### config.mk
export PLATFORM = sky130hd
export DESIGN_NAME = audio_subsys_top
export DESIGN_NICKNAME = d
export VERILOG_FILES = /design/src/rtl/audio_pkg.sv /design/src/rtl/reg_bus_if.sv /design/src/rtl/audio_subsys_top.sv /design/src/rtl/fir_filter.sv /design/src/rtl/i2s_codec_port.sv /design/src/rtl/led_runner.sv /design/src/rtl/reg_bus_mux.sv
export SDC_FILE = /design/constraint.sdc
export NUM_CORES = 1
export LEC_CHECK = 0
export BUFFER_PORTS_ARGS = -buffer_cell sky130_fd_sc_hd__buf_4
export CAP_MARGIN = 30
export CELL_PAD_IN_SITES_DETAIL_PLACEMENT = 2
export CELL_PAD_IN_SITES_GLOBAL_PLACEMENT = 2
export CORE_ASPECT_RATIO = 1.5
export CORE_MARGIN = 2
export CORE_UTILIZATION = 43
export DETAILED_ROUTE_END_ITERATION = 8
export PLACE_DENSITY = 0.82
export SLEW_MARGIN = 20
export SYNTH_ARGS = -nofsm -noshare
export SYNTH_HDL_FRONTEND = slang
export SYNTH_HIERARCHICAL = 1
export SYNTH_SLANG_ARGS = --single-unit
### constraint.sdc
create_clock -name clk_i -period 9.2 [get_ports clk_i]
set_input_delay 0.92 -clock clk_i [delete_from_list [all_inputs] [get_ports clk_i]]
set_output_delay 0.92 -clock clk_i [all_outputs]
set_load 0.05 [all_outputs]
### src/rtl/audio_pkg.sv
package audio_pkg;

  // Audio data path
  localparam int unsigned SAMPLE_W  = 16;
  localparam int unsigned ACC_W     = 32;
  localparam int unsigned N_TAPS    = 4;
  localparam int unsigned TAP_W     = $clog2(N_TAPS);
  localparam int unsigned COEF_FRAC = 15;  // Q1.15 coefficients

  // Register bus
  localparam int unsigned ADDR_W = 8;
  localparam int unsigned DATA_W = 32;
  localparam int unsigned OFFS_W = 4;                // Register offset inside a device
  localparam int unsigned SEL_W  = ADDR_W - OFFS_W;  // Device select in the upper bits

  localparam logic [SEL_W-1:0] DEV_SEL_LED = SEL_W'(0);
  localparam logic [SEL_W-1:0] DEV_SEL_FIR = SEL_W'(1);

  // LED runner registers
  localparam logic [OFFS_W-1:0] LED_REG_CTRL   = OFFS_W'(0);
  localparam logic [OFFS_W-1:0] LED_REG_PERIOD = OFFS_W'(1);

  // FIR registers, coefficient k sits at FIR_REG_COEF0 + k
  localparam logic [OFFS_W-1:0] FIR_REG_COEF0 = OFFS_W'(0);
  localparam logic [OFFS_W-1:0] FIR_REG_COUNT = OFFS_W'(8);

  // Codec clocking, one frame is 2 * BCLK_HALF * FRAME_BITS clk_i cycles
  localparam int unsigned BCLK_HALF  = 4;
  localparam int unsigned MCLK_HALF  = 1;
  localparam int unsigned FRAME_BITS = 32;
  localparam int unsigned BCLK_PH_W  = $clog2(2 * BCLK_HALF);
  localparam int unsigned MCLK_CNT_W = $clog2(MCLK_HALF) + 1;
  localparam int unsigned BIT_CNT_W  = $clog2(FRAME_BITS);

  typedef enum logic [1:0] {
    FIR_IDLE,
    FIR_MAC,
    FIR_DONE
  } fir_state_e;

  typedef enum logic [2:0] {
    MUX_INIT,  // Held in reset, no requests taken
    MUX_IDLE,
    MUX_LED,
    MUX_FIR,
    MUX_ERR    // Mux answers an unmapped address itself
  } mux_state_e;

endpackage

### src/rtl/reg_bus_if.sv
`timescale 1ns/1ps

interface reg_bus_if;
  import audio_pkg::*;

  // Request channel
  logic              req_valid;
  logic              req_ready;
  logic              req_we;
  logic [ADDR_W-1:0] req_addr;
  logic [DATA_W-1:0] req_wdata;

  // Response channel
  logic              rsp_valid;
  logic              rsp_ready;
  logic [DATA_W-1:0] rsp_rdata;
  logic              rsp_err;

  modport host (
    output req_valid, req_we, req_addr, req_wdata, rsp_ready,
    input  req_ready, rsp_valid, rsp_rdata, rsp_err
  );

  modport device (
    input  req_valid, req_we, req_addr, req_wdata, rsp_ready,
    output req_ready, rsp_valid, rsp_rdata, rsp_err
  );

endinterface

### src/rtl/audio_subsys_top.sv
`timescale 1ns/1ps

module audio_subsys_top (
  input  logic                         clk_i,
  input  logic                         arst_n_i,
  input  logic                         req_valid_i,
  input  logic                         req_we_i,
  input  logic [audio_pkg::ADDR_W-1:0] req_addr_i,
  input  logic [audio_pkg::DATA_W-1:0] req_wdata_i,
  input  logic                         rsp_ready_i,
  output logic                         req_ready_o,
  output logic                         rsp_valid_o,
  output logic [audio_pkg::DATA_W-1:0] rsp_rdata_o,
  output logic                         rsp_err_o,
  output logic [7:0]                   led_o,
  output logic                         ac_mclk_o,
  output logic                         ac_bclk_o,
  output logic                         ac_lrclk_o,
  output logic                         ac_dac_sdata_o,
  input  logic                         ac_adc_sdata_i
);
  import audio_pkg::*;

  reg_bus_if host_bus ();
  reg_bus_if led_bus ();
  reg_bus_if fir_bus ();

  logic                rx_valid;
  logic [SAMPLE_W-1:0] rx_sample;
  logic                y_valid;
  logic [SAMPLE_W-1:0] y_sample;

  // External host side of the bus
  assign host_bus.req_valid = req_valid_i;
  assign host_bus.req_we    = req_we_i;
  assign host_bus.req_addr  = req_addr_i;
  assign host_bus.req_wdata = req_wdata_i;
  assign host_bus.rsp_ready = rsp_ready_i;
  assign req_ready_o        = host_bus.req_ready;
  assign rsp_valid_o        = host_bus.rsp_valid;
  assign rsp_rdata_o        = host_bus.rsp_rdata;
  assign rsp_err_o          = host_bus.rsp_err;

  reg_bus_mux bus_mux_i (
    .clk_i,
    .arst_n_i,
    .host    (host_bus),
    .led_dev (led_bus),
    .fir_dev (fir_bus)
  );

  led_runner led_runner_i (
    .clk_i,
    .arst_n_i,
    .bus   (led_bus),
    .led_o (led_o)
  );

  fir_filter fir_filter_i (
    .clk_i,
    .arst_n_i,
    .bus         (fir_bus),
    .rx_valid_i  (rx_valid),
    .rx_sample_i (rx_sample),
    .y_valid_o   (y_valid),
    .y_sample_o  (y_sample)
  );

  i2s_codec_port codec_port_i (
    .clk_i,
    .arst_n_i,
    .mclk_o      (ac_mclk_o),
    .bclk_o      (ac_bclk_o),
    .lrclk_o     (ac_lrclk_o),
    .adc_sdata_i (ac_adc_sdata_i),
    .dac_sdata_o (ac_dac_sdata_o),
    .rx_valid_o  (rx_valid),
    .rx_sample_o (rx_sample),
    .tx_valid_i  (y_valid),   // Filtered result goes out next frame
    .tx_sample_i (y_sample)
  );

endmodule

### src/rtl/fir_filter.sv
`timescale 1ns/1ps

module fir_filter (
  input  logic                           clk_i,
  input  logic                           arst_n_i,
  reg_bus_if.device                      bus,
  input  logic                           rx_valid_i,
  input  logic [audio_pkg::SAMPLE_W-1:0] rx_sample_i,
  output logic                           y_valid_o,
  output logic [audio_pkg::SAMPLE_W-1:0] y_sample_o
);
  import audio_pkg::*;

  fir_state_e                 state_q;
  logic signed [SAMPLE_W-1:0] coef_q [N_TAPS];
  logic signed [SAMPLE_W-1:0] hist_q [N_TAPS];  // Index 0 holds the newest sample
  logic [TAP_W-1:0]           tap_q;
  logic signed [ACC_W-1:0]    acc_q;
  logic signed [ACC_W-1:0]    prod;
  logic signed [ACC_W-1:0]    acc_shr;
  logic [DATA_W-1:0]          count_q;
  logic                       y_valid_q;
  logic [SAMPLE_W-1:0]        y_sample_q;

  logic              run_q;
  logic              rsp_valid_q;
  logic              rsp_err_q;
  logic [DATA_W-1:0] rsp_rdata_q;
  logic [OFFS_W-1:0] off;
  logic [OFFS_W-1:0] coef_off;
  logic [TAP_W-1:0]  coef_idx;
  logic              is_coef;
  logic              is_count;
  logic              accept;

  // Register decode
  assign off      = bus.req_addr[OFFS_W-1:0];
  assign coef_off = off - FIR_REG_COEF0;
  assign is_coef  = (coef_off < OFFS_W'(N_TAPS));
  assign coef_idx = coef_off[TAP_W-1:0];
  assign is_count = (off == FIR_REG_COUNT);
  assign accept   = bus.req_valid && bus.req_ready;

  assign bus.req_ready = run_q && !rsp_valid_q;
  assign bus.rsp_valid = rsp_valid_q;
  assign bus.rsp_rdata = rsp_rdata_q;
  assign bus.rsp_err   = rsp_err_q;

  always_ff @(posedge clk_i or negedge arst_n_i) begin
    if (!arst_n_i) begin
      run_q       <= 1'b0;
      rsp_valid_q <= 1'b0;
      rsp_err_q   <= 1'b0;
      for (int k = 0; k < N_TAPS; k++) coef_q[k] <= '0;
    end else begin
      run_q <= 1'b1;
      if (accept) begin
        rsp_valid_q <= 1'b1;
        // Sample count is read-only
        rsp_err_q   <= bus.req_we ? !is_coef : !(is_coef || is_count);
        if (bus.req_we && is_coef) coef_q[coef_idx] <= bus.req_wdata[SAMPLE_W-1:0];
      end else if (bus.rsp_ready) begin
        rsp_valid_q <= 1'b0;
      end
    end
  end

  always_ff @(posedge clk_i) begin
    if (accept) begin
      if (is_coef) rsp_rdata_q <= {{(DATA_W-SAMPLE_W){1'b0}}, coef_q[coef_idx]};
      else if (is_count) rsp_rdata_q <= count_q;
      else rsp_rdata_q <= '0;
    end
  end

  // One tap per cycle, signed 16x16 into the 32-bit accumulator
  assign prod    = coef_q[tap_q] * hist_q[tap_q];
  assign acc_shr = acc_q >>> COEF_FRAC;

  always_ff @(posedge clk_i or negedge arst_n_i) begin
    if (!arst_n_i) begin
      state_q   <= FIR_IDLE;
      tap_q     <= '0;
      acc_q     <= '0;
      count_q   <= '0;
      y_valid_q <= 1'b0;
      for (int k = 0; k < N_TAPS; k++) hist_q[k] <= '0;
    end else begin
      y_valid_q <= 1'b0;
      case (state_q)
        FIR_IDLE: begin
          if (rx_valid_i) begin
            hist_q[0] <= rx_sample_i;
            for (int k = 1; k < N_TAPS; k++) hist_q[k] <= hist_q[k-1];
            acc_q   <= '0;
            tap_q   <= '0;
            state_q <= FIR_MAC;
          end
        end
        FIR_MAC: begin
          acc_q <= acc_q + prod;
          tap_q <= tap_q + 1'b1;
          if (tap_q == TAP_W'(N_TAPS - 1)) state_q <= FIR_DONE;
        end
        FIR_DONE: begin
          y_valid_q <= 1'b1;
          count_q   <= count_q + 1'b1;
          state_q   <= FIR_IDLE;
        end
        default: state_q <= FIR_IDLE;
      endcase
    end
  end

  always_ff @(posedge clk_i) begin
    if (state_q == FIR_DONE) y_sample_q <= acc_shr[SAMPLE_W-1:0];  // Truncate, no saturation
  end

  assign y_valid_o  = y_valid_q;
  assign y_sample_o = y_sample_q;

  // Codec delivers one sample per frame, far slower than the MAC loop
  rx_only_when_idle: assert property (@(posedge clk_i) disable iff (!arst_n_i)
    rx_valid_i |-> state_q == FIR_IDLE)
    else $error("Sample strobe arrived while the FIR was busy");

endmodule

### src/rtl/i2s_codec_port.sv
`timescale 1ns/1ps

module i2s_codec_port (
  input  logic                           clk_i,
  input  logic                           arst_n_i,
  output logic                           mclk_o,
  output logic                           bclk_o,
  output logic                           lrclk_o,
  input  logic                           adc_sdata_i,
  output logic                           dac_sdata_o,
  output logic                           rx_valid_o,
  output logic [audio_pkg::SAMPLE_W-1:0] rx_sample_o,
  input  logic                           tx_valid_i,
  input  logic [audio_pkg::SAMPLE_W-1:0] tx_sample_i
);
  import audio_pkg::*;

  logic [MCLK_CNT_W-1:0] mclk_cnt_q;
  logic                  mclk_q;
  logic [BCLK_PH_W-1:0]  ph_q;       // Position inside one bit clock
  logic                  bclk_q;
  logic [BIT_CNT_W-1:0]  bit_q;      // Bit position in the frame, MSB is lrclk
  logic [BIT_CNT_W-1:0]  bit_nxt;
  logic                  rise_evt;
  logic                  fall_evt;
  logic                  left_word;
  logic [SAMPLE_W-1:0]   rx_shift_q;
  logic                  rx_valid_q;
  logic [SAMPLE_W-1:0]   tx_hold_q;
  logic [SAMPLE_W-1:0]   tx_shift_q;
  logic                  dac_q;

  assign rise_evt  = (ph_q == BCLK_PH_W'(BCLK_HALF - 1));
  assign fall_evt  = (ph_q == BCLK_PH_W'(2 * BCLK_HALF - 1));
  assign bit_nxt   = bit_q + 1'b1;
  assign left_word = !bit_q[BIT_CNT_W-1];

  always_ff @(posedge clk_i or negedge arst_n_i) begin
    if (!arst_n_i) begin
      mclk_cnt_q <= '0;
      mclk_q     <= 1'b0;
      ph_q       <= '0;
      bclk_q     <= 1'b0;
      bit_q      <= '0;
      rx_valid_q <= 1'b0;
      tx_hold_q  <= '0;
      tx_shift_q <= '0;
      dac_q      <= 1'b0;
    end else begin
      // Master clock divider
      if (mclk_cnt_q == MCLK_CNT_W'(MCLK_HALF - 1)) begin
        mclk_cnt_q <= '0;
        mclk_q     <= ~mclk_q;
      end else begin
        mclk_cnt_q <= mclk_cnt_q + 1'b1;
      end

      // Bit clock and frame position
      if (fall_evt) ph_q <= '0;
      else ph_q <= ph_q + 1'b1;
      if (rise_evt) bclk_q <= 1'b1;
      else if (fall_evt) bclk_q <= 1'b0;

      // Strobe two cycles after the 16th left bit is sampled
      rx_valid_q <= (ph_q == BCLK_PH_W'(BCLK_HALF + 1)) &&
                    (bit_q == BIT_CNT_W'(SAMPLE_W - 1));

      if (tx_valid_i) tx_hold_q <= tx_sample_i;

      // Transmit changes on falling bclk, MSB first
      if (fall_evt) begin
        bit_q <= bit_nxt;
        if (bit_nxt == '0) begin
          dac_q      <= tx_hold_q[SAMPLE_W-1];
          tx_shift_q <= {tx_hold_q[SAMPLE_W-2:0], 1'b0};
        end else begin
          dac_q      <= tx_shift_q[SAMPLE_W-1];  // Drained to zero for the right word
          tx_shift_q <= {tx_shift_q[SAMPLE_W-2:0], 1'b0};
        end
      end
    end
  end

  // Left word only, sampled on rising bclk
  always_ff @(posedge clk_i) begin
    if (rise_evt && left_word) rx_shift_q <= {rx_shift_q[SAMPLE_W-2:0], adc_sdata_i};
  end

  assign mclk_o      = mclk_q;
  assign bclk_o      = bclk_q;
  assign lrclk_o     = bit_q[BIT_CNT_W-1];  // Low during the left word
  assign dac_sdata_o = dac_q;
  assign rx_valid_o  = rx_valid_q;
  assign rx_sample_o = rx_shift_q;  // Stable through the right word

endmodule

### src/rtl/led_runner.sv
`timescale 1ns/1ps

module led_runner (
  input  logic       clk_i,
  input  logic       arst_n_i,
  reg_bus_if.device  bus,
  output logic [7:0] led_o
);
  import audio_pkg::*;

  logic [1:0]        ctrl_q;  // [0] enable, [1] shift left
  logic [DATA_W-1:0] period_q;
  logic [DATA_W-1:0] step_q;
  logic [7:0]        pattern_q;
  logic              run_q;
  logic              rsp_valid_q;
  logic              rsp_err_q;
  logic [DATA_W-1:0] rsp_rdata_q;
  logic [OFFS_W-1:0] off;
  logic              accept;
  logic              is_ctrl;
  logic              is_period;

  assign off       = bus.req_addr[OFFS_W-1:0];
  assign is_ctrl   = (off == LED_REG_CTRL);
  assign is_period = (off == LED_REG_PERIOD);
  assign accept    = bus.req_valid && bus.req_ready;

  assign bus.req_ready = run_q && !rsp_valid_q;  // Back-pressure while a response waits
  assign bus.rsp_valid = rsp_valid_q;
  assign bus.rsp_rdata = rsp_rdata_q;
  assign bus.rsp_err   = rsp_err_q;

  assign led_o = ctrl_q[0] ? pattern_q : 8'h00;

  always_ff @(posedge clk_i or negedge arst_n_i) begin
    if (!arst_n_i) begin
      run_q       <= 1'b0;
      rsp_valid_q <= 1'b0;
      rsp_err_q   <= 1'b0;
      ctrl_q      <= '0;
      period_q    <= '0;
      step_q      <= '0;
      pattern_q   <= 8'h01;
    end else begin
      run_q <= 1'b1;
      if (accept) begin
        rsp_valid_q <= 1'b1;
        rsp_err_q   <= !(is_ctrl || is_period);
        if (bus.req_we && is_ctrl) ctrl_q <= bus.req_wdata[1:0];
        if (bus.req_we && is_period) period_q <= bus.req_wdata;
      end else if (bus.rsp_ready) begin
        rsp_valid_q <= 1'b0;
      end

      if (!ctrl_q[0]) begin
        step_q    <= '0;
        pattern_q <= 8'h01;  // Restart from bit 0 on next enable
      end else if (step_q == period_q) begin
        step_q    <= '0;
        pattern_q <= ctrl_q[1] ? {pattern_q[6:0], pattern_q[7]}
                               : {pattern_q[0], pattern_q[7:1]};
      end else begin
        step_q <= step_q + 1'b1;
      end
    end
  end

  always_ff @(posedge clk_i) begin
    if (accept) begin
      if (is_ctrl) rsp_rdata_q <= {{(DATA_W-2){1'b0}}, ctrl_q};
      else if (is_period) rsp_rdata_q <= period_q;
      else rsp_rdata_q <= '0;
    end
  end

endmodule

### src/rtl/reg_bus_mux.sv
`timescale 1ns/1ps

module reg_bus_mux (
  input  logic      clk_i,
  input  logic      arst_n_i,
  reg_bus_if.device host,
  reg_bus_if.host   led_dev,
  reg_bus_if.host   fir_dev
);
  import audio_pkg::*;

  mux_state_e       state_q;
  logic [SEL_W-1:0] sel;
  logic             sel_led;
  logic             sel_fir;
  logic             idle;

  assign sel     = host.req_addr[ADDR_W-1:OFFS_W];
  assign sel_led = (sel == DEV_SEL_LED);
  assign sel_fir = (sel == DEV_SEL_FIR);
  assign idle    = (state_q == MUX_IDLE);  // One transaction in flight over all devices

  // Request path, devices only see their own offset
  assign led_dev.req_valid = host.req_valid && idle && sel_led;
  assign led_dev.req_we    = host.req_we;
  assign led_dev.req_addr  = {{SEL_W{1'b0}}, host.req_addr[OFFS_W-1:0]};
  assign led_dev.req_wdata = host.req_wdata;
  assign fir_dev.req_valid = host.req_valid && idle && sel_fir;
  assign fir_dev.req_we    = host.req_we;
  assign fir_dev.req_addr  = {{SEL_W{1'b0}}, host.req_addr[OFFS_W-1:0]};
  assign fir_dev.req_wdata = host.req_wdata;

  always_comb begin
    if (!idle) host.req_ready = 1'b0;
    else if (sel_led) host.req_ready = led_dev.req_ready;
    else if (sel_fir) host.req_ready = fir_dev.req_ready;
    else host.req_ready = 1'b1;  // Unmapped, answered here
  end

  // Response path follows the recorded target
  always_comb begin
    host.rsp_valid = 1'b0;
    host.rsp_rdata = '0;
    host.rsp_err   = 1'b0;
    case (state_q)
      MUX_LED: begin
        host.rsp_valid = led_dev.rsp_valid;
        host.rsp_rdata = led_dev.rsp_rdata;
        host.rsp_err   = led_dev.rsp_err;
      end
      MUX_FIR: begin
        host.rsp_valid = fir_dev.rsp_valid;
        host.rsp_rdata = fir_dev.rsp_rdata;
        host.rsp_err   = fir_dev.rsp_err;
      end
      MUX_ERR: begin
        host.rsp_valid = 1'b1;
        host.rsp_err   = 1'b1;
      end
      default: ;
    endcase
  end

  assign led_dev.rsp_ready = host.rsp_ready && (state_q == MUX_LED);
  assign fir_dev.rsp_ready = host.rsp_ready && (state_q == MUX_FIR);

  always_ff @(posedge clk_i or negedge arst_n_i) begin
    if (!arst_n_i) begin
      state_q <= MUX_INIT;
    end else begin
      case (state_q)
        MUX_INIT: state_q <= MUX_IDLE;
        MUX_IDLE: begin
          if (host.req_valid && host.req_ready) begin
            state_q <= sel_led ? MUX_LED : (sel_fir ? MUX_FIR : MUX_ERR);
          end
        end
        default: begin
          if (host.rsp_valid && host.rsp_ready) state_q <= MUX_IDLE;
        end
      endcase
    end
  end

  // Devices answer only what the mux has routed to them
  led_rsp_outstanding: assert property (@(posedge clk_i) disable iff (!arst_n_i)
    led_dev.rsp_valid |-> state_q == MUX_LED)
    else $error("LED device responded without an outstanding request");

  fir_rsp_outstanding: assert property (@(posedge clk_i) disable iff (!arst_n_i)
    fir_dev.rsp_valid |-> state_q == MUX_FIR)
    else $error("FIR device responded without an outstanding request");

endmodule

==> impl_results.md, run 1 <==
* Run status: finished clean
* Crit path top cell by count: sky130_fd_sc_hd__fa_1
* Actual slew at the worst max-slew pin at 1070 ps
* Clock latency of the later-clocked register in the worst-skew pair at 640 ps
* Average detailed-routed wire length per instance at 27.81 um
* Drc violations at 0
* Worst reg2reg setup slack at 860 ps
* Cell Count, Final, Fillers Out at 3731
* Number of buffers on the longest clock path at 3
* Share of the clock period used by the worst path at 0.9062
* Total wire length at 103.8 mm
* Count of instances resized after the clock tree is built at 0
* Placer's final routability congestion estimate at 0.8763
* Nets at 3224
* Pre-antenna DRT Iters at 5
* Classification of the worst setup path: reg -> reg
* Share of cells above drive strength 1 at 0.1427
* Horiz. Die Dim at 218.9 um
* Instance count after placement with tap cells included at 3639
* Req. time, crit path at 9710 ps
* Post-CTS setup buffer count at 0
* Number of pins with negative max-slew slack in the final report at 0
* Area of the core at 68800 sq um
* Tightest Hold Check Type: in -> async
* Area enclosed by the die boundary at 71410 sq um
* Clk pin slew, worst setup/hold paths at 70 ps
* Post-route antenna net violation count at 0
* Setup total negative slack at 0 ps
* Series of cell instances along the critical path: mux2_2, o21ai_1, nor2_1, fa_1, inv_1, fa_1, inv_1, fa_1, fa_1, fa_1, inv_1, fa_1, inv_1, ha_1, and3_1, a311oi_2, a21oi_1, o21ai_1, a21oi_1, or3_1, a32o_1
* Number of placement rows at 118
* Highest Clock Rate at 120.0 MHz
* Number of buffers added on ports at 92
* Number of antenna violations at the first check in global routing at 5
* Hold_buf cts at 0
* Power per cell area at 123.7 nW/um^2
* Worst setup skew after layout at 27.24 ps
* Worst Path Max Fanout at 28
* Last element of the critical path: fir_filter_i/acc_q[24]
* Area growth from synthesis to layout at 8.745%
* Setup repair after global routing missed its margin: no
* Mean Syn Cell Area at 10.65 sq um
* Depth of the CTS H-tree at 2
* Setup Viol. Count Final at 0
* Total routing usage reported by global routing at 0.2996
* Cell area after synthesis at 29770 sq um
* Post-detail-place hpwl at 75.73 mm
* Worst ir drop on vdd at 0.1641 mV
* Starting Density at 0.4327
* Depth of the worst register-to-register path at 21
* Worst flop-to-flop path endpoint: fir_filter_i/acc_q[24]
* Minimum clock period after layout at 8337 ps
* Type of element capturing the critical path: register
* Startpoint types: register
* DR vias at 21280
* Leakage at 15.82 nW
* First-pass GRT wire length at 160.3 mm
* Initial detailed-routing violation count at 1135
* Clock Sink Count at 418
* GR Overflow Total at 0
* Chip height at 326.3 um
* Clock tree from TritonCTS: built
* Critical path's slowest cell: sky130_fd_sc_hd__dfrtp_2
* Max-capacitance violation count at 0
* Critical Path Start: fir_filter_i/tap_q[1]
* Summed area of non-filler cells in the final layout at 32380 sq um
* Number of instances in the synthesized netlist at 2795
* Total CTS buffers at 45
* Critical register-to-register path startpoint: fir_filter_i/tap_q[1]
* Worst EP arrival at 8840 ps
* Syn. warnings at 6
* DP Area at 30840 sq um
* Largest net degree at the start of global routing at 94
* Synthesized netlist net count at 3231
* Boundary pin count at 93
* Clock root buffer: sky130_fd_sc_hd__clkbuf_16
* Hold Violations, Final at 0
* Via/cell ratio at 5.704
* Slew headroom at 0.2818
* Critical path's largest stage delay at 920 ps
* Via count of the first global-routing pass at 25640
[critical path: cells and delay by family (launching register included)]
family | cells | cell delay (ps)
simple gates | 3 | 770
compound gates | 6 | 2140
flops | 1 | 920
fa+ha+maj | 7 | 3670
mux | 1 | 420
buf+inv | 4 | 260
[per-stage QoR]
step | total power [mW] | hold WS [ps] | utilization | setup WS (ps)
finish | 4.005 | 308.2 | 0.4706 | 863.2
global route | 4.123 | 386.2 | 0.4704 | 631.9
CTS | 4.045 | 364.5 | 0.4699 | 920.9
detailed placement | 2.136 | 421.2 | 0.4483 | 960.9
global placement | 2.123 | 407.5 | 0.4477 | 1169
floorplan | 2.064 | 414.6 | - | 2206
[sequential cells by signal (all words and copies together) (netlist names), 31 cells and up]
| register | flops |
|---|---|
| fir_filter_i/coef_q | 64 |
| fir_filter_i/hist_q | 64 |
| fir_filter_i/bus.rsp_rdata | 32 |
| fir_filter_i/count_q | 32 |
| led_runner_i/bus.rsp_rdata | 32 |
| led_runner_i/period_q | 32 |
| led_runner_i/step_q | 32 |
| fir_filter_i/acc_q | 31 |
[placed cells by master, fill, tap and decap left out, types with 5 or more instances in the layout]
| master | count |
|---|---|
| sky130_fd_sc_hd__o21ai_0 | 56 |
| sky130_fd_sc_hd__and4_1 | 14 |
| sky130_fd_sc_hd__dfrtp_1 | 319 |
| sky130_fd_sc_hd__nand4_1 | 27 |
| sky130_fd_sc_hd__o31ai_1 | 16 |
| sky130_fd_sc_hd__or3_1 | 5 |
| sky130_fd_sc_hd__nor2b_1 | 13 |
| sky130_fd_sc_hd__and2_1 | 59 |
| sky130_fd_sc_hd__nor4_1 | 13 |
| sky130_fd_sc_hd__mux2_2 | 142 |
| sky130_fd_sc_hd__o21a_1 | 17 |
| sky130_fd_sc_hd__mux4_2 | 30 |
| sky130_fd_sc_hd__nand2_1 | 396 |
| sky130_fd_sc_hd__buf_4 | 123 |
| sky130_fd_sc_hd__xnor2_1 | 62 |
| sky130_fd_sc_hd__edfxtp_1 | 96 |
| sky130_fd_sc_hd__mux2i_1 | 27 |
| sky130_fd_sc_hd__ha_1 | 105 |
| sky130_fd_sc_hd__xor2_1 | 69 |
| sky130_fd_sc_hd__clkbuf_16 | 45 |
| sky130_fd_sc_hd__clkbuf_1 | 12 |
| sky130_fd_sc_hd__diode_2 | 6 |
| sky130_fd_sc_hd__and3_1 | 43 |
| sky130_fd_sc_hd__nand3_1 | 38 |
| sky130_fd_sc_hd__clkinv_2 | 8 |
| sky130_fd_sc_hd__o21ai_1 | 22 |
| sky130_fd_sc_hd__nor3_1 | 11 |
| sky130_fd_sc_hd__fa_1 | 285 |
| sky130_fd_sc_hd__a21o_1 | 10 |
| sky130_fd_sc_hd__a21oi_1 | 34 |
| sky130_fd_sc_hd__nand2b_1 | 17 |
| sky130_fd_sc_hd__nor2_1 | 179 |
| sky130_fd_sc_hd__clkinv_1 | 5 |
| sky130_fd_sc_hd__a22o_1 | 51 |
| sky130_fd_sc_hd__inv_1 | 368 |
| sky130_fd_sc_hd__a31oi_1 | 19 |
[per-layer routing]
metal  up-vias  GRT usage  share of wire
li1       8980          -              -
met1     11330     0.3154           0.35
met2       621     0.5548           0.54
met3       350    0.04283          0.039
met4         2     0.1865          0.072
met5         -          0        0.00013
[where the power goes]
part	switching, mW	internal (mW)	total (mW)	leakage [nW]
Combinational	0.121	0.0554	0.177	9.66
Clock	0.858	1.04	1.90	0.725
Sequential	0.0248	1.90	1.93	5.44
[cell type report]
type                    instances  area [sq um]
repair buffers                129          1020
multi-input cells            1823         16400
inverters                     371          1393
well taps                     900          1126
flip-flops and latches        418         10940
fillers                      6907         36420
diodes                          6         15.01
clock inverters                26         299.0
clock buffers                  58          1185
[worst min-delay path by stage]
stage	start	end	slack [ps]	cells past startpoint
global placement	codec_port_i/mclk_o	codec_port_i/mclk_o	410	1
floorplan	codec_port_i/rx_sample_o[15]	fir_filter_i/hist_q[63]	410	2
detailed placement	codec_port_i/mclk_o	codec_port_i/mclk_o	420	1
global route	arst_n_i	led_runner_i/step_q[27]	390	1
CTS	arst_n_i	led_runner_i/period_q[30]	360	1
finish	arst_n_i	led_runner_i/step_q[28]	310	1
Note: power is estimated with default switching activity, not from simulation.
==> run 2: changes to the inputs <==
--- a/config.mk
+++ b/config.mk
@@ -10,7 +10,6 @@
 export CELL_PAD_IN_SITES_DETAIL_PLACEMENT = 2
 export CELL_PAD_IN_SITES_GLOBAL_PLACEMENT = 2
 export CORE_ASPECT_RATIO = 1.5
-export CORE_MARGIN = 2
 export CORE_UTILIZATION = 43
 export DETAILED_ROUTE_END_ITERATION = 8
 export PLACE_DENSITY = 0.82
==> run 2 against run 1 <==
Via count is 0.19% higher. Sequential power is essentially flat. Clock power shrank 3%. Critical path type unchanged.
==> impl_results.md, run 2 (same netlist as run 1, synthesis figures left out) <==
* Most frequent standard cell in the layout excluding fill and tap cells: sky130_fd_sc_hd__nand2_1
* Hold_buf cts at 0 (unchanged)
* Number of antenna violations at the first check in global routing at 1 (-4)
* GR Overflow Total at 0 (unchanged)
* Top Metal Used: met5
* Power per cell area at 121.9 nW/um^2 (-1.4%)
* Startpoint types: register
* Share of cells above drive strength 1 at 0.1401 (-0.002534)
* Starting Density at 0.4364 (+0.003699)
* WL met1 at 35.94 mm (-0.31%)
* Number of buffers added on ports at 92 (unchanged)
* Regs by FF count: fir_filter_i/coef_q: 64 flops, fir_filter_i/hist_q: 64 flops
* Detailed route wirelength on metal3 at 3.476 mm (-15%)
* Drc violations at 0 (unchanged)
* Total CTS buffers at 43 (-4.4%)
* Clock tree from TritonCTS: built
* Actual slew at the worst max-slew pin at 1138 ps (+67.36 ps)
* Depth of the CTS H-tree at 2 (unchanged)
* Tightest Hold Check Type: in -> async
* DR vias at 21320 (+0.19%)
* Run status: finished clean
* Top library cells by usage in the layout, fill and taps aside: 396 x sky130_fd_sc_hd__nand2_1, 368 x sky130_fd_sc_hd__inv_1, 319 x sky130_fd_sc_hd__dfrtp_1
* Leakage at 15.79 nW (-0.22%)
* Core utilization of the finished layout at 0.4735 (+0.002903)
* Area enclosed by the die boundary at 70320 sq um (-1.5%)
* Clock latency of the later-clocked register in the worst-skew pair at 630 ps (about the same)
* Horiz. Die Dim at 216.9 um (-0.91%)
* Req. time, crit path at 9710 ps (about the same)
* Type of element capturing the critical path: register
* Ant diodes at 0 (-6)
* Critical register-to-register path startpoint: fir_filter_i/tap_q[1]
* Cell Count, Final, Fillers Out at 3711 (-0.54%)
* Clk pin slew, worst setup/hold paths at 60 ps (about the same)
* Clock Sink Count at 418 (unchanged)
* Critical Path Start: fir_filter_i/tap_q[1]
* Placer's final routability congestion estimate at 0.9152 (+4.4%)
* Last element of the critical path: fir_filter_i/acc_q[24]
* Average detailed-routed wire length per instance at 28.11 um (+1.1%)
* Via count of the first global-routing pass at 25600 (-0.16%)
* Chip height at 324.3 um (-0.61%)
* Area growth from synthesis to layout at 8.489%
* Number of pins with negative max-slew slack in the final report at 0 (unchanged)
* Worst Path Max Fanout at 38 (+36%)
* Largest net degree at the start of global routing at 168 (+79%)
* Post-detail-place hpwl at 73.57 mm (-2.8%)
* Share of the clock period used by the worst path at 0.8546 (-0.05153)
* Area of the core at 68220 sq um (-0.85%)
* Hold Violations, Final at 0 (unchanged)
* Post-route antenna net violation count at 0 (unchanged)
* Clock root buffer: sky130_fd_sc_hd__clkbuf_16
* Worst setup skew after layout at 32.95 ps (+5.717 ps)
* Met2 wire len at 57.16 mm (+1.8%)
* Nets at 3221 (-0.093%)
* Minimum clock period after layout at 7863 ps (-474.1 ps)
* Slew headroom at 0.2417 (-0.04012)
* Highest Clock Rate at 127.2 MHz (+6.0%)
* Initial detailed-routing violation count at 1188 (+4.7%)
* Total wire length at 104.3 mm (+0.54%)
* Worst reg2reg setup slack at 1340 ps (+470 ps)
* Max-capacitance violation count at 0 (unchanged)
* Setup repair after global routing missed its margin: no
* Setup total negative slack at 0 ps (unchanged)
* First-pass GRT wire length at 159.8 mm (-0.31%)
* Instance count after placement with tap cells included at 3630 (-0.25%)
* Total routing usage reported by global routing at 0.3058 (+0.006238)
* Setup Viol. Count Final at 0 (unchanged)
* Worst ir drop on vdd at 0.1546 mV (-5.8%)
* Count of fill cells added during filler insertion at 6919 (+0.17%)
* Classification of the worst setup path: reg -> reg
* Number of buffers on the longest clock path at 3 (unchanged)
* Pre-antenna DRT Iters at 4 (-1)
* Depth of the worst register-to-register path at 24 (+14%)
* Worst EP arrival at 8370 ps (-470 ps)
* Via/cell ratio at 5.746 (+0.73%)
* Boundary pin count at 93 (unchanged)
* Worst flop-to-flop path endpoint: fir_filter_i/acc_q[24]
* Post-CTS setup buffer count at 0 (unchanged)
* Count of instances resized after the clock tree is built at 0 (unchanged)
* Number of placement rows at 117 (-0.85%)
## run 2: how the worst min path moves through the flow
stage	to	slack (ps)	cells past startpoint
after global placement	codec_port_i/mclk_o	410	1
after CTS	led_runner_i/step_q[28]	350	1
after global routing	led_runner_i/pattern_q[6]	340	1
final	led_runner_i/step_q[28]	300	1
after floorplan	fir_filter_i/hist_q[63]	410	2
after detailed placement	codec_port_i/mclk_o	420	1
## run 2: per-layer routing
metal,global-route usage,vias to the layer above
li1,-,8963
met1,0.3109,11370
met2,0.5820,640
met3,0.03880,353
met4,0.2019,2
met5,0,-
## run 2: final cells by class
cell class	instances	area [sq um]	area share
Sequential cell	418	10940	0.3388
Multi-Input combinational cell	1823	16390	0.5075
Inverter	371	1393	0.04311
Timing Repair Buffer	128	1049	0.03246
Tap cell	892	1116	0.03455
Clock buffer	64	1216	0.03765
Clock inverter	15	191.4	0.005927
## run 2: per-stage QoR
step	area [sq um]	worst slack (ps)	hold WS (ps)	total power, mW
3_5_place_dp	30840	1203	417.5	2.133
4_1_cts	32250	1157	348.2	3.979
3_3_place_gp	30790	1396	408.8	2.124
6_report	32300	1337	298.4	3.938
2_1_floorplan	29770	2206	414.6	2.064
5_1_grt	32300	1027	336.8	4.042
## run 2: report_power, final
group          switching (mW)  internal [mW]
logic                   0.119         0.0554
clock network           0.823           1.01
registers              0.0246           1.90
## run 2: worst max-delay path, stage by stage, from the launching register on
cell                       delay (ps)
sky130_fd_sc_hd__dfrtp_2          380
sky130_fd_sc_hd__buf_12           270
sky130_fd_sc_hd__mux2_2           380
sky130_fd_sc_hd__o21ai_1          550
sky130_fd_sc_hd__buf_4            330
sky130_fd_sc_hd__nor2_1            80
sky130_fd_sc_hd__fa_1             510
sky130_fd_sc_hd__inv_1             60
sky130_fd_sc_hd__fa_1             590
sky130_fd_sc_hd__fa_1             460
sky130_fd_sc_hd__fa_1             520
sky130_fd_sc_hd__inv_1             70
sky130_fd_sc_hd__fa_1             550
sky130_fd_sc_hd__inv_1             70
sky130_fd_sc_hd__fa_1             530
sky130_fd_sc_hd__inv_1             40
sky130_fd_sc_hd__ha_1             420
sky130_fd_sc_hd__a21oi_1          240
sky130_fd_sc_hd__o21ai_1          160
sky130_fd_sc_hd__a311oi_2         430
sky130_fd_sc_hd__a21oi_1          140
sky130_fd_sc_hd__o21ai_1          250
sky130_fd_sc_hd__a21oi_1          120
sky130_fd_sc_hd__or3_1            310
sky130_fd_sc_hd__a32o_1           240
==> run 3: changes to the inputs <==
==> constraint.sdc (replaced) <==
create_clock -name clk_i -period 9.2 [get_ports clk_i]
set_input_delay 0.46 -clock clk_i [delete_from_list [all_inputs] [get_ports clk_i]]
set_output_delay 0.46 -clock clk_i [all_outputs]
set_load 0.05 [all_outputs]
==> run 3 against run 2 <==
Power rose by 3.7%. Sequential power about the same. Worst setup slack lost 280 ps. Count of clock-buffer cells in the layout down 3. Final area is 0.60% higher. Critical path depth down 3. Cell count rose by 0.35%. Clock power rose by 8%. Largest cell class unchanged. Routed wire length increased by 4.5%.
==> impl_results.md, run 3 (same netlist as run 1, synthesis figures left out) <==
* Run status: finished clean
* Clock latency of the later-clocked register in the worst-skew pair at 650 ps (+20 ps)
* Setup repair after global routing missed its margin: no
* Worst setup skew after layout at 39.72 ps (+6.769 ps)
* Regs by FF count: fir_filter_i/coef_q: 64 flops, fir_filter_i/hist_q: 64 flops
* DR vias at 21540 (+1.0%)
* Worst ir drop on vdd at 0.1387 mV (-10%)
* Hold slack at 53.16 ps (-245.3 ps)
* Post-route antenna net violation count at 0 (unchanged)
* Via count of the first global-routing pass at 26000 (+1.5%)
* Clock tree from TritonCTS: built
* Req. time, crit path at 9700 ps (about the same)
* Number of pins with negative max-slew slack in the final report at 0 (unchanged)
* Horiz. Die Dim at 216.9 um (unchanged)
* Power per cell area at 125.7 nW/um^2 (+3.1%)
* Clk pin slew, worst setup/hold paths at 60 ps (about the same)
* Number of antenna violations at the first check in global routing at 2 (+1)
* Leakage at 15.89 nW (+0.66%)
* Placer's final routability congestion estimate at 0.9141 (-0.12%)
* Total CTS buffers at 46 (+7.0%)
* Starting Density at 0.4364 (unchanged)
* Total routing usage reported by global routing at 0.3201 (+0.01432)
* Cell Count, Final, Fillers Out at 3724 (+0.35%)
* Ant diodes at 0 (unchanged)
* Via/cell ratio at 5.784 (+0.66%)
* Chip height at 324.3 um (unchanged)
* Top library cells by usage in the layout, fill and taps aside: 396 x sky130_fd_sc_hd__nand2_1, 368 x sky130_fd_sc_hd__inv_1, 319 x sky130_fd_sc_hd__dfrtp_1
* Average detailed-routed wire length per instance at 29.27 um (+4.1%)
* Number of placement rows at 117 (unchanged)
* Post-CTS setup buffer count at 0 (unchanged)
* Hold_buf cts at 2 (+2)
* Count of instances resized after the clock tree is built at 0 (unchanged)
* Tightest Hold Check Type: in -> reg
* Setup total negative slack at 0 ps (unchanged)
* Depth of the CTS H-tree at 2 (unchanged)
* Actual slew at the worst max-slew pin at 1068 ps (-69.33 ps)
* Highest Clock Rate at 122.8 MHz (-3.4%)
* Worst Path Max Fanout at 35 (-7.9%)
* Classification of the worst setup path: reg -> reg
* Initial detailed-routing violation count at 1382 (+16%)
* Minimum clock period after layout at 8141 ps (+278.3 ps)
* Area growth from synthesis to layout at 9.140%
* Instance count after placement with tap cells included at 3632 (+0.055%)
* Share of cells above drive strength 1 at 0.1458 (+0.005713)
* Setup Viol. Count Final at 0 (unchanged)
* Startpoint types: register
* Boundary pin count at 93 (unchanged)
* First-pass GRT wire length at 166.3 mm (+4.0%)
* GR Overflow Total at 0 (unchanged)
* Slew headroom at 0.2831 (+0.04144)
* Clock root buffer: sky130_fd_sc_hd__clkbuf_16
* Post-detail-place hpwl at 76.33 mm (+3.7%)
* Nets at 3230 (+0.28%)
* Share of the clock period used by the worst path at 0.8849 (+0.03025)
* Number of buffers added on ports at 92 (unchanged)
* Drc violations at 0 (unchanged)
* Core utilization of the finished layout at 0.4763 (+0.002843)
* Max-capacitance violation count at 0 (unchanged)
* Type of element capturing the critical path: register
* Largest net degree at the start of global routing at 119 (-29%)
* Total wire length at 109.0 mm (+4.5%)
* Worst EP arrival at 8640 ps (+270 ps)
* Count of fill cells added during filler insertion at 6908 (-0.16%)
* Number of buffers on the longest clock path at 3 (unchanged)
* Area of the core at 68220 sq um (unchanged)
* Most frequent standard cell in the layout excluding fill and tap cells: sky130_fd_sc_hd__nand2_1
* Pre-antenna DRT Iters at 5 (+1)
* Clock Sink Count at 418 (unchanged)
* Hold Violations, Final at 0 (unchanged)
* Area enclosed by the die boundary at 70320 sq um (unchanged)
run 3: critical path: stages (launching register included):
cell	delay, ps
sky130_fd_sc_hd__dfrtp_2	630
sky130_fd_sc_hd__buf_12	250
sky130_fd_sc_hd__buf_4	250
sky130_fd_sc_hd__mux4_2	730
sky130_fd_sc_hd__nand2_1	250
sky130_fd_sc_hd__inv_1	100
sky130_fd_sc_hd__fa_1	650
sky130_fd_sc_hd__fa_1	960
sky130_fd_sc_hd__fa_1	540
sky130_fd_sc_hd__fa_1	560
sky130_fd_sc_hd__fa_1	540
sky130_fd_sc_hd__inv_1	80
sky130_fd_sc_hd__fa_1	500
sky130_fd_sc_hd__inv_1	70
sky130_fd_sc_hd__ha_1	430
sky130_fd_sc_hd__nand3_1	180
sky130_fd_sc_hd__nor2_1	190
sky130_fd_sc_hd__nand3_1	110
sky130_fd_sc_hd__o21a_1	270
sky130_fd_sc_hd__o21ai_0	320
sky130_fd_sc_hd__mux2i_1	240
sky130_fd_sc_hd__nand2_1	80
run 3: worst paths after layout:
check                                           start                        end  slack (ps)  cells past startpoint
worst min register to register    codec_port_i/mclk_o        codec_port_i/mclk_o         420                      1
worst min-delay path                  req_wdata_i[28]  led_runner_i/period_q[28]          50                      2
worst max register to register  fir_filter_i/tap_q[0]     fir_filter_i/acc_q[29]        1060                     21
min in group asynchronous                    arst_n_i    led_runner_i/step_q[21]         470                      2
max in group asynchronous                    arst_n_i    fir_filter_i/hist_q[29]        6690                      5
worst max-delay path            fir_filter_i/tap_q[0]     fir_filter_i/acc_q[29]        1060                     21
run 3: cell type report:
class / instances / area, sq um / share of cell area
multi-input combinational: 1823 / 16390 / 0.5043
sequential: 418 / 10940 / 0.3368
inverter: 371 / 1393 / 0.04286
clock inverter: 25 / 290.3 / 0.008933
clock buffer: 61 / 1257 / 0.03870
timing repair buffer: 134 / 1106 / 0.03404
tap: 892 / 1116 / 0.03435
run 3: layer usage:
| layer | track usage | vias up | share of wire |
|---|---|---|---|
| li1 | - | 8978 | - |
| met1 | 0.3193 | 11420 | 0.34 |
| met2 | 0.6018 | 735 | 0.54 |
| met3 | 0.05330 | 401 | 0.043 |
| met4 | 0.2221 | 2 | 0.078 |
| met5 | 0 | - | 0.00010 |
run 3: stage by stage:
stage | setup WS (ps) | cell area, sq um | total power, mW
6_report | 1059 | 32490 | 4.085
5_1_grt | 839.1 | 32490 | 4.190
4_1_cts | 826.6 | 32430 | 4.118
3_5_place_dp | 1073 | 30860 | 2.138
3_3_place_gp | 1372 | 30780 | 2.123
2_1_floorplan | 2206 | 29770 | 2.064
run 3: power by group:
| part | switching (mW) | internal [mW] |
|---|---|---|
| Clock | 0.886 | 1.09 |
| Combinational | 0.120 | 0.0568 |
| Sequential | 0.0272 | 1.90 |
| Total | 1.03 | 3.05 |
